## config.mk

```make
export PLATFORM = sky130hd
export DESIGN_NAME = huntGame
export DESIGN_NICKNAME = d
export VERILOG_FILES = /design/src/huntPkg.sv /design/src/cursorTracker.sv /design/src/dogControl.sv /design/src/huntGame.sv /design/src/pixelMapper.sv /design/src/scoreDisplay.sv /design/src/videoTiming.sv
export SDC_FILE = /design/constraint.sdc
export NUM_CORES = 1
export LEC_CHECK = 0
export ABC_AREA = 1
export BUFFER_PORTS_ARGS = -buffer_cell sky130_fd_sc_hd__buf_2
export CAP_MARGIN = 20
export CORE_AREA = 2 2 138 140
export CTS_BUF_LIST = sky130_fd_sc_hd__clkbuf_8 sky130_fd_sc_hd__clkbuf_16
export CTS_CLUSTER_DIAMETER = 80
export DETAILED_ROUTE_END_ITERATION = 16
export DIE_AREA = 0 0 140 142
export HOLD_SLACK_MARGIN = 0.05
export PLACE_DENSITY_LB_ADDON = 0.05
export SLEW_MARGIN = 20
export SYNTH_ARGS = -nofsm -noshare
export SYNTH_HDL_FRONTEND = slang
export SYNTH_SLANG_ARGS = --single-unit
```

## constraint.sdc

```tcl
create_clock -name Clk -period 2.99 [get_ports Clk]
set_input_delay 0.299 -clock Clk [delete_from_list [all_inputs] [get_ports Clk]]
set_output_delay 0.299 -clock Clk [all_outputs]
set_load 0.02 [all_outputs]
```

## src/huntPkg.sv

```systemverilog
// types and constants shared by the shooting gallery core
// screen coordinates, colour channels and packed pixel colour
// draw position and mouse sample structs
// target state encoding and score width
// sprite sizes, motion step, hidden time and palette
package huntPkg;

	// ========================================================================
	// plain widths
	// ========================================================================

	// one screen axis
	typedef logic [9:0] coordT;
	// one colour channel of the dac
	typedef logic [3:0] channelT;
	// score, saturates at 99
	typedef logic [6:0] scoreT;

	// ========================================================================
	// grouped signals
	// ========================================================================

	typedef struct packed {
		channelT red;
		channelT green;
		channelT blue;
	} rgbT;

	// draw position, cursor and dog all use this
	typedef struct packed {
		coordT x;
		coordT y;
	} posT;

	// one mouse sample, deltas are two's complement
	typedef struct packed {
		logic signed [7:0] dx;
		logic signed [7:0] dy;
		logic              fire;
	} mouseT;

	typedef enum logic [1:0] {
		dogWalk,
		dogFly,
		dogFall,
		dogHidden
	} dogStateT;

	// sprite geometry and motion
	localparam int cursorSize   = 4;
	localparam int dogSizeX     = 8;
	localparam int dogSizeY     = 8;
	localparam int dogStep      = 2;
	localparam int hiddenFrames = 4;

	// palette
	localparam rgbT skyColor    = rgbT'(12'h6AF);
	localparam rgbT grassColor  = rgbT'(12'h2A2);
	localparam rgbT cursorColor = rgbT'(12'hF00);
	// one colour per animation frame
	localparam rgbT dogColors [4] = '{rgbT'(12'h963), rgbT'(12'hA74),
		rgbT'(12'hB85), rgbT'(12'h852)};

endpackage

```

## src/cursorTracker.sv

```systemverilog
// cursor position from signed mouse deltas
// deltas are added once per frame and clamped to the screen
// fire edge detect against the value held from the last tick
`timescale 1ns/1ps

module cursorTracker import huntPkg::*; #(
	parameter int hActive = 640,
	parameter int vActive = 480
) (
	input  logic  Clk,
	input  logic  rstN,
	input  logic  frameTick,
	input  mouseT mouse,
	output posT   cursor,
	output logic  shot
);

	// cursor square must stay fully on screen
	localparam int maxX = hActive - cursorSize;
	localparam int maxY = vActive - cursorSize;

	// two guard bits catch both under and overflow
	logic signed [11:0] sumX;
	logic signed [11:0] sumY;
	// fire level seen on the previous tick
	logic fireHeld;

	function automatic coordT clampCoord(input logic signed [11:0] value, input int limit);
		if (value < 0) begin
			return '0;
		end else if (value > limit) begin
			return coordT'(limit);
		end else begin
			return value[9:0];
		end
	endfunction

	// zero-extend the position, sign-extend the delta
	assign sumX = $signed({2'b00, cursor.x}) + mouse.dx;
	assign sumY = $signed({2'b00, cursor.y}) + mouse.dy;

	// rising edge of fire, only on the sampling cycle
	assign shot = frameTick && mouse.fire && !fireHeld;

	always_ff @(posedge Clk) begin
		if (!rstN) begin
			// screen centre
			cursor.x <= coordT'(hActive / 2);
			cursor.y <= coordT'(vActive / 2);
			fireHeld <= 1'b0;
		end else if (frameTick) begin
			cursor.x <= clampCoord(sumX, maxX);
			cursor.y <= clampCoord(sumY, maxY);
			fireHeld <= mouse.fire;
		end
	end

endmodule

```

## src/dogControl.sv

```systemverilog
// target state machine
// walk along the grass line, fly up and away, fall when shot
// hidden for a few frames, then respawn at the left edge
// animation frame counter and saturating score
`timescale 1ns/1ps

module dogControl import huntPkg::*; #(
	parameter int hActive = 640,
	parameter int vActive = 480
) (
	input  logic       Clk,
	input  logic       rstN,
	input  logic       frameTick,
	input  logic       shot,
	input  posT        cursor,
	output posT        dog,
	output logic       dogVisible,
	output logic [1:0] animFrame,
	output scoreT      score
);

	// ground level for walking and for landing after a fall
	localparam coordT walkLine = coordT'(vActive - 16);
	// walk turns into flight here
	localparam coordT halfX    = coordT'(hActive / 2);
	// flight ends at the right edge
	localparam coordT flyEdgeX = coordT'(hActive - dogSizeX);
	localparam coordT stepC    = coordT'(dogStep);
	localparam coordT fallStep = coordT'(2 * dogStep);

	dogStateT state;
	// ticks spent hidden so far
	logic [2:0] hideCnt;
	// x after one step to the right
	coordT stepX;
	coordT fallY;
	logic inBox;
	logic hit;

	assign stepX = dog.x + stepC;
	assign fallY = dog.y + fallStep;

	// cursor top-left corner over the dog box
	assign inBox = (cursor.x >= dog.x) && (cursor.x < dog.x + coordT'(dogSizeX)) &&
		(cursor.y >= dog.y) && (cursor.y < dog.y + coordT'(dogSizeY));

	// only a moving dog can be hit
	assign hit = shot && inBox && ((state == dogWalk) || (state == dogFly));

	assign dogVisible = (state != dogHidden);

	// ========================================================================
	// per-frame update
	// ========================================================================

	always_ff @(posedge Clk) begin
		if (!rstN) begin
			state     <= dogWalk;
			dog.x     <= '0;
			dog.y     <= walkLine;
			animFrame <= '0;
			score     <= '0;
			hideCnt   <= '0;
		end else if (frameTick) begin
			// legs and wings move only while alive
			if ((state == dogWalk) || (state == dogFly)) begin
				animFrame <= animFrame + 2'd1;
			end

			if (hit) begin
				// dog freezes in place for this tick, then drops
				state <= dogFall;
				if (score != scoreT'(99)) begin
					score <= score + scoreT'(1);
				end
			end else begin
				case (state)
					dogWalk: begin
						dog.x <= stepX;
						if (stepX >= halfX) begin
							state <= dogFly;
						end
					end
					dogFly: begin
						// up and to the right
						dog.x <= stepX;
						if (dog.y <= stepC) begin
							dog.y <= '0;
							state <= dogHidden;
						end else begin
							dog.y <= dog.y - stepC;
							if (stepX >= flyEdgeX) begin
								state <= dogHidden;
							end
						end
					end
					dogFall: begin
						// double speed, stop on the walk line
						if (fallY >= walkLine) begin
							dog.y <= walkLine;
							state <= dogHidden;
						end else begin
							dog.y <= fallY;
						end
					end
					dogHidden: begin
						if (hideCnt == 3'(hiddenFrames - 1)) begin
							// respawn
							hideCnt <= '0;
							state   <= dogWalk;
							dog.x   <= '0;
							dog.y   <= walkLine;
						end else begin
							hideCnt <= hideCnt + 3'd1;
						end
					end
				endcase
			end
		end
	end

endmodule

```

## src/huntGame.sv

```systemverilog
// shooting gallery core top level
// timing, cursor, target control, colour mapper and score digits
// syncs delayed one clock to line up with the registered pixel
`timescale 1ns/1ps

module huntGame import huntPkg::*; #(
	parameter int hActive = 640,
	parameter int hFront  = 16,
	parameter int hSync   = 96,
	parameter int hBack   = 48,
	parameter int vActive = 480,
	parameter int vFront  = 10,
	parameter int vSync   = 2,
	parameter int vBack   = 33
) (
	input  logic       Clk,
	input  logic       rstN,
	input  mouseT      mouse,
	output logic       hs,
	output logic       vs,
	output rgbT        pixel,
	output logic [6:0] hexTens,
	output logic [6:0] hexOnes
);

	// ========================================================================
	// internal nets
	// ========================================================================

	posT        drawPos;
	logic       blank;
	// syncs straight from the counters
	logic       hsRaw;
	logic       vsRaw;
	logic       frameTick;
	posT        cursor;
	logic       shot;
	posT        dog;
	logic       dogVisible;
	logic [1:0] animFrame;
	scoreT      score;

	videoTiming #(
		.hActive(hActive), .hFront(hFront), .hSync(hSync), .hBack(hBack),
		.vActive(vActive), .vFront(vFront), .vSync(vSync), .vBack(vBack)
	) timingInst (
		.Clk, .rstN, .drawPos, .blank, .hs(hsRaw), .vs(vsRaw), .frameTick
	);

	cursorTracker #(.hActive(hActive), .vActive(vActive)) cursorInst (
		.Clk, .rstN, .frameTick, .mouse, .cursor, .shot
	);

	dogControl #(.hActive(hActive), .vActive(vActive)) dogInst (
		.Clk, .rstN, .frameTick, .shot, .cursor, .dog, .dogVisible, .animFrame, .score
	);

	pixelMapper #(.vActive(vActive)) mapperInst (
		.Clk, .rstN, .drawPos, .blank, .cursor, .dog, .dogVisible, .animFrame, .pixel
	);

	scoreDisplay scoreInst (.score, .hexTens, .hexOnes);

	// one stage to match the pixel register, idle high
	always_ff @(posedge Clk) begin
		if (!rstN) begin
			hs <= 1'b1;
			vs <= 1'b1;
		end else begin
			hs <= hsRaw;
			vs <= vsRaw;
		end
	end

endmodule

```

## src/pixelMapper.sv

```systemverilog
// pixel colour selection
// priority: blank, cursor, visible dog, grass strip, sky
// output registered, one cycle behind the draw position
`timescale 1ns/1ps

module pixelMapper import huntPkg::*; #(
	parameter int vActive = 480
) (
	input  logic       Clk,
	input  logic       rstN,
	input  posT        drawPos,
	input  logic       blank,
	input  posT        cursor,
	input  posT        dog,
	input  logic       dogVisible,
	input  logic [1:0] animFrame,
	output rgbT        pixel
);

	// grass covers the bottom rows
	localparam coordT grassTop = coordT'(vActive - 8);

	logic inCursor;
	logic inDog;
	rgbT  colour;

	// cursor square hit test
	assign inCursor = (drawPos.x >= cursor.x) && (drawPos.x < cursor.x + coordT'(cursorSize)) &&
		(drawPos.y >= cursor.y) && (drawPos.y < cursor.y + coordT'(cursorSize));

	// dog box hit test
	assign inDog = (drawPos.x >= dog.x) && (drawPos.x < dog.x + coordT'(dogSizeX)) &&
		(drawPos.y >= dog.y) && (drawPos.y < dog.y + coordT'(dogSizeY));

	always_comb begin
		if (blank) begin
			colour = '0;
		end else if (inCursor) begin
			colour = cursorColor;
		end else if (inDog && dogVisible) begin
			// colour follows the animation frame
			colour = dogColors[animFrame];
		end else if (drawPos.y >= grassTop) begin
			colour = grassColor;
		end else begin
			colour = skyColor;
		end
	end

	// output register, black out of reset
	always_ff @(posedge Clk) begin
		if (!rstN) begin
			pixel <= '0;
		end else begin
			pixel <= colour;
		end
	end

endmodule

```

## src/scoreDisplay.sv

```systemverilog
// score to two seven-segment digits
// binary split into tens and ones, active low segments
`timescale 1ns/1ps

module scoreDisplay import huntPkg::*; (
	input  scoreT      score,
	output logic [6:0] hexTens,
	output logic [6:0] hexOnes
);

	logic [3:0] tens;
	logic [3:0] ones;

	// segment order g..a, low lights the segment
	function automatic logic [6:0] segDecode(input logic [3:0] digit);
		case (digit)
			4'd0: return 7'b1000000;
			4'd1: return 7'b1111001;
			4'd2: return 7'b0100100;
			4'd3: return 7'b0110000;
			4'd4: return 7'b0011001;
			4'd5: return 7'b0010010;
			4'd6: return 7'b0000010;
			4'd7: return 7'b1111000;
			4'd8: return 7'b0000000;
			4'd9: return 7'b0010000;
			// never reached, score stays below 100
			default: return 7'b1111111;
		endcase
	endfunction

	// constant divide, small enough for plain logic
	assign tens = 4'(score / scoreT'(10));
	assign ones = 4'(score % scoreT'(10));

	assign hexTens = segDecode(tens);
	assign hexOnes = segDecode(ones);

endmodule

```

## src/videoTiming.sv

```systemverilog
// video timing generator
// horizontal and vertical wrap-around counters
// active low syncs, blank and draw position
// one-cycle frame tick at the start of vertical blanking
`timescale 1ns/1ps

module videoTiming import huntPkg::*; #(
	parameter int hActive = 640,
	parameter int hFront  = 16,
	parameter int hSync   = 96,
	parameter int hBack   = 48,
	parameter int vActive = 480,
	parameter int vFront  = 10,
	parameter int vSync   = 2,
	parameter int vBack   = 33
) (
	input  logic Clk,
	input  logic rstN,
	output posT  drawPos,
	output logic blank,
	output logic hs,
	output logic vs,
	output logic frameTick
);

	localparam int hTotal = hActive + hFront + hSync + hBack;
	localparam int vTotal = vActive + vFront + vSync + vBack;

	// sync windows, start inclusive and end exclusive
	localparam coordT hSyncStart = coordT'(hActive + hFront);
	localparam coordT hSyncEnd   = coordT'(hActive + hFront + hSync);
	localparam coordT vSyncStart = coordT'(vActive + vFront);
	localparam coordT vSyncEnd   = coordT'(vActive + vFront + vSync);

	coordT hCount;
	coordT vCount;

	// ========================================================================
	// counters
	// ========================================================================

	always_ff @(posedge Clk) begin
		if (!rstN) begin
			// park in the blanked tail of the last line
			// so syncs idle high and the next line opens frame 0
			hCount <= coordT'(hActive);
			vCount <= coordT'(vTotal - 1);
		end else begin
			if (hCount == coordT'(hTotal - 1)) begin
				hCount <= '0;
				// end of line
				if (vCount == coordT'(vTotal - 1)) begin
					vCount <= '0;
				end else begin
					vCount <= vCount + 10'd1;
				end
			end else begin
				hCount <= hCount + 10'd1;
			end
		end
	end

	// ========================================================================
	// decoded outputs
	// ========================================================================

	assign drawPos.x = hCount;
	assign drawPos.y = vCount;

	// outside the visible area on either axis
	assign blank = (hCount >= coordT'(hActive)) || (vCount >= coordT'(vActive));

	// low only inside the sync pulse
	assign hs = !((hCount >= hSyncStart) && (hCount < hSyncEnd));
	assign vs = !((vCount >= vSyncStart) && (vCount < vSyncEnd));

	// first cycle of the first blanked line
	assign frameTick = (vCount == coordT'(vActive)) && (hCount == '0);

endmodule

```

==> summary.md <==
| Metric | Value |
|---|---|
| Hold path endpoint | `cursorInst.fireHeld$_SDFFE_PN0P_` |
| Drt via density | `5.28` |
| Syn nets | `1473` |
| Commonest non-fill, non-tap cell in the layout | `nand2_1` |
| Avg Cell Area, Syn | `a little under 7 um2` |
| Final WL | `24200 um` |
| #FFs+latches synth | `87` |
| Final nets | `1611` |
| Antenna violations before repair | `0` |
| P&R area growth vs syn | `22.8%` |
| DRC Markers | `1` |
| Initial DRC count | `around 380` |
| Commonest cells after routing, fill and taps aside | `244 x nand2_1, 153 x inv_1, 152 x ha_1, 118 x a21oi_1, 108 x nor2_1` |
| # rows | `50` |
| Worst VDD drop | `0.000241 V` |
| Post-Syn Area | `0.00892 mm2` |
| Share of layout cells above drive strength 1 | `0.202` |
| Endpoints failing hold | `0` |
| Die span in x | `140 um` |
| EDFF count, synth | `0` |
| Post-synthesis cell type with the largest combined area | `ha_1` |
| Warnings, synthesis | `0` |
| Worst slew margin | `0.649` |
| R2R depth | `19` |
| Dominant synthesized flop cell | `dfxtp_1` |
| Start point of the critical path | `dogInst.score[5]$_SDFFE_PN0P_` |
| Hpwl dp | `18800 um` |
| Hold Slack | `221 ps` |
| Synth Area in XOR/XNOR | `0.0521` |
| Post-DP Area | `approximately 0.010 mm2` |
| Min-delay src | `mouse[0]` |
| Pleak | `5.36 nW` |
| Async set-reset flop share out of synthesis | `0` |
| Routability cong. | `roughly 0.90` |
| PD cells | `229 mW/mm2` |
| Sequential area share after synthesis | `0.195` |
| ANT cells | `0` |
| Fill cell count | `1788` |
| Register-to-register setup slack | `170 ps` |
| Post-synth top area share | `0.229` |
| WL per Instance | `14.5 um` |
| Post-Place Setup Slack | `-168 ps` |
| Critical Path Start Type | `flop` |
| DR pass1 iterations | `11` |
| Largest net degree at the start of global routing | `44` |
| First-pass GRT wire length | `40500 um` |
| Die H | `142 um` |
| Routed Antenna Nets | `0` |
| Clock latency on the worst-skew pair | `360 ps` |
| Post-Syn Instances | `1289` |
| RSZ-0062 raised after global routing | `true` |
| Via Count | `8804` |
| Synth top area cells | `ha_1 23%, dfxtp_1 20%, nand2_1 11%, a21oi_1 6.8%, inv_1 6.7%` |
| GRT Residual Overflow | `0` |
| Initial Utilization | `0.483` |
| WS Path Type | `flop to primary output` |
| GRT Resource Usage Total | `0.248` |
| Crit path DAT | `between 3000 and 4000 ps` |
| Fmax | `286 MHz` |
| CTS Buf Count | `9` |
| Failing checks | `design-rule violations, negative setup slack` |
| Cell count of the worst hold path | `3` |
| Worst Hold Class | `primary input to flop` |
| Clock sink count | `87` |
| Reg-to-Reg Start | `dogInst.dog[4]$_SDFFE_PN1P_` |
| I/O Buffers | `46` |
| Largest family of logic cells by synthesized area | `simple AND/OR/NAND/NOR gates` |
| Minimum clock period | `~3500 ps` |
| Sequential cell area | `0.00176 mm2` |
| Clock Path Buffers | `2` |
| Clock Pin Slew Worst Setup and Hold Paths | `70 ps` |
| Total power | `2.51 mW` |
| Min setup slack post-route | `-506 ps` |
| Final slew viol count | `0` |
| Io pins | `47` |
| RR Endpoint | `dogInst.dog[1]$_SDFFE_PN0P_` |
| Vias in the first global route | `8407` |
| Status | `finished with violations` |
| Crit path max fanout | `5` |
| Die Footprint | `0.0199 mm2` |
| Core Area | `0.0185 mm2` |
| Synth unique cells | `between 50 and 60` |
| Final non-filler cell area | `0.0110 mm2` |
| Multi-input gate area | `roughly 0.0069 mm2` |
| CTS H-tree depth | `3` |
| Mux cell area share after synthesis | `0` |
| Compound-Gate Fraction of Synth Area | `0.145` |
| Final Cycle Share | `1.17` |
| CP endpoint kind | `primary output` |
| Synth Area in Simple Gates | `0.297` |
| Worst Path Required | `between 2000 and 3000 ps` |
| Clock Tree Root | `clkbuf_16` |
| Worst-margin pin slew | `527 ps` |
| Post-Synth Adder-Cell Area | `0.233` |
| CTS Hold Bufs | `0` |
| Max-Cap Viols | `0` |
| CTS tree | `built` |
| # setup viols final | `14` |
| Clk_skew | `about 11 ps` |
-- how the worst max path moves through the flow --
stage                      end  slack [ps]
floorplan           hexTens[3]        -150
global placement    hexTens[6]        -110
detailed placement  hexTens[5]        -170
CTS                 hexOnes[3]        -430
global route        hexTens[2]        -660
finish              hexTens[2]        -510
-- kinds of logic after synthesis --
family	after synthesis
flip-flops	87
buffers and inverters	184
adder cells (fa/ha/maj)	165
AND/OR/NAND/NOR	576
AO/OA/AOI/OAI	224
XOR/XNOR	53
-- area by class of cell --
class / count / area share
Clock inverter: 7 / 0.00628
Clock buffer: 9 / 0.0206
Timing Repair Buffer: 140 / 0.0976
Sequential cell: 87 / 0.161
Tap cell: 234 / 0.0267
Inverter: 171 / 0.0599
Multi-Input combinational cell: 1018 / 0.628
-- Yosys cell counts (2+ instances only) --
| cell | count |
|---|---|
| nand3_2 | 7 |
| o2111ai_1 | 4 |
| nor3_1 | 38 |
| o22ai_1 | 2 |
| inv_2 | 7 |
| xnor2_1 | 9 |
| fa_1 | 2 |
| nor2_4 | 2 |
| nand3b_1 | 3 |
| nor2_1 | 115 |
| xor2_1 | 44 |
| o211ai_1 | 9 |
| o21bai_1 | 2 |
| o21ai_4 | 3 |
| nor4_1 | 9 |
| ha_1 | 163 |
| a21oi_1 | 121 |
| dfxtp_1 | 87 |
| nand3_1 | 78 |
| o21a_1 | 3 |
| clkinv_1 | 4 |
| inv_1 | 159 |
| clkbuf_1 | 12 |
| or2_2 | 5 |
| nand2_1 | 262 |
| nand2_4 | 7 |
| o21ai_0 | 51 |
| a221oi_1 | 2 |
| nand3_4 | 2 |
| a211oi_1 | 12 |
| nor3b_1 | 2 |
| a31oi_1 | 4 |
| nand2_2 | 16 |
| nand4_1 | 24 |
-- repair_timing --
action                     CTS  global route
setup endpoints to repair   14            50
pin swaps                   39            37
gates resized for setup     66            58
buffers inserted             8             9
-- routing by layer --
| layer | track usage | up-vias | part of all wire |
|---|---|---|---|
| li1 | - | 4611 | - |
| met1 | 0.323 | 4043 | 0.48 |
| met2 | 0.439 | 128 | 0.48 |
| met3 | 0.0276 | 22 | 0.026 |
| met4 | 0.0606 | 0 | 0.015 |
| met5 | 0 | - | 0 |
-- flip-flops by register name, indices dropped and copies added (netlist names) --
register,flops
cursorInst.fireHeld,1
dogInst.animFrame,2
dogInst.hideCnt,3
dogInst.score,7
cursorInst.cursor,20
timingInst.hCount,10
dogInst.dog,18
dogInst.state,2
timingInst.vCount,10
hs,1
mapperInst.pixel,12
vs,1
-- report_power, final --
group	leakage, nW	total, mW	switching, mW	internal, mW
Sequential	0.706	1.16	0.00576	1.16
Combinational	4.51	0.185	0.118	0.0666
Clock	0.147	1.16	0.571	0.593
-- critical path: stages (launching register included) --
cell and delay (ps):
dfxtp_4 350, inv_4 60, ha_4 140, o21ai_4 70, buf_12 150, o21ai_4 170, buf_12 140, nand2_4 60
nand2_2 90, nand3_4 80, nand2_4 90, nand2_4 60, buf_4 130, buf_4 160, nand2_4 70, nand3_4 90
nand3_4 130, inv_4 50, buf_4 130, buf_4 130, ha_1 180, nand3_1 100, nand2_1 80, buf_6 140
-- metrics by stage --
| step | TNS, ps | cells | util |
|---|---|---|---|
| after global placement | -581 | 1634 | 0.545 |
| after detailed placement | -1050 | 1634 | 0.545 |
| final | -5700 | 1666 | 0.593 |
| after CTS | -4940 | 1657 | 0.579 |
| after floorplan | -864 | 1289 | - |
| after global routing | -8080 | 1666 | 0.593 |
Power figures use the tool's default switching activity.
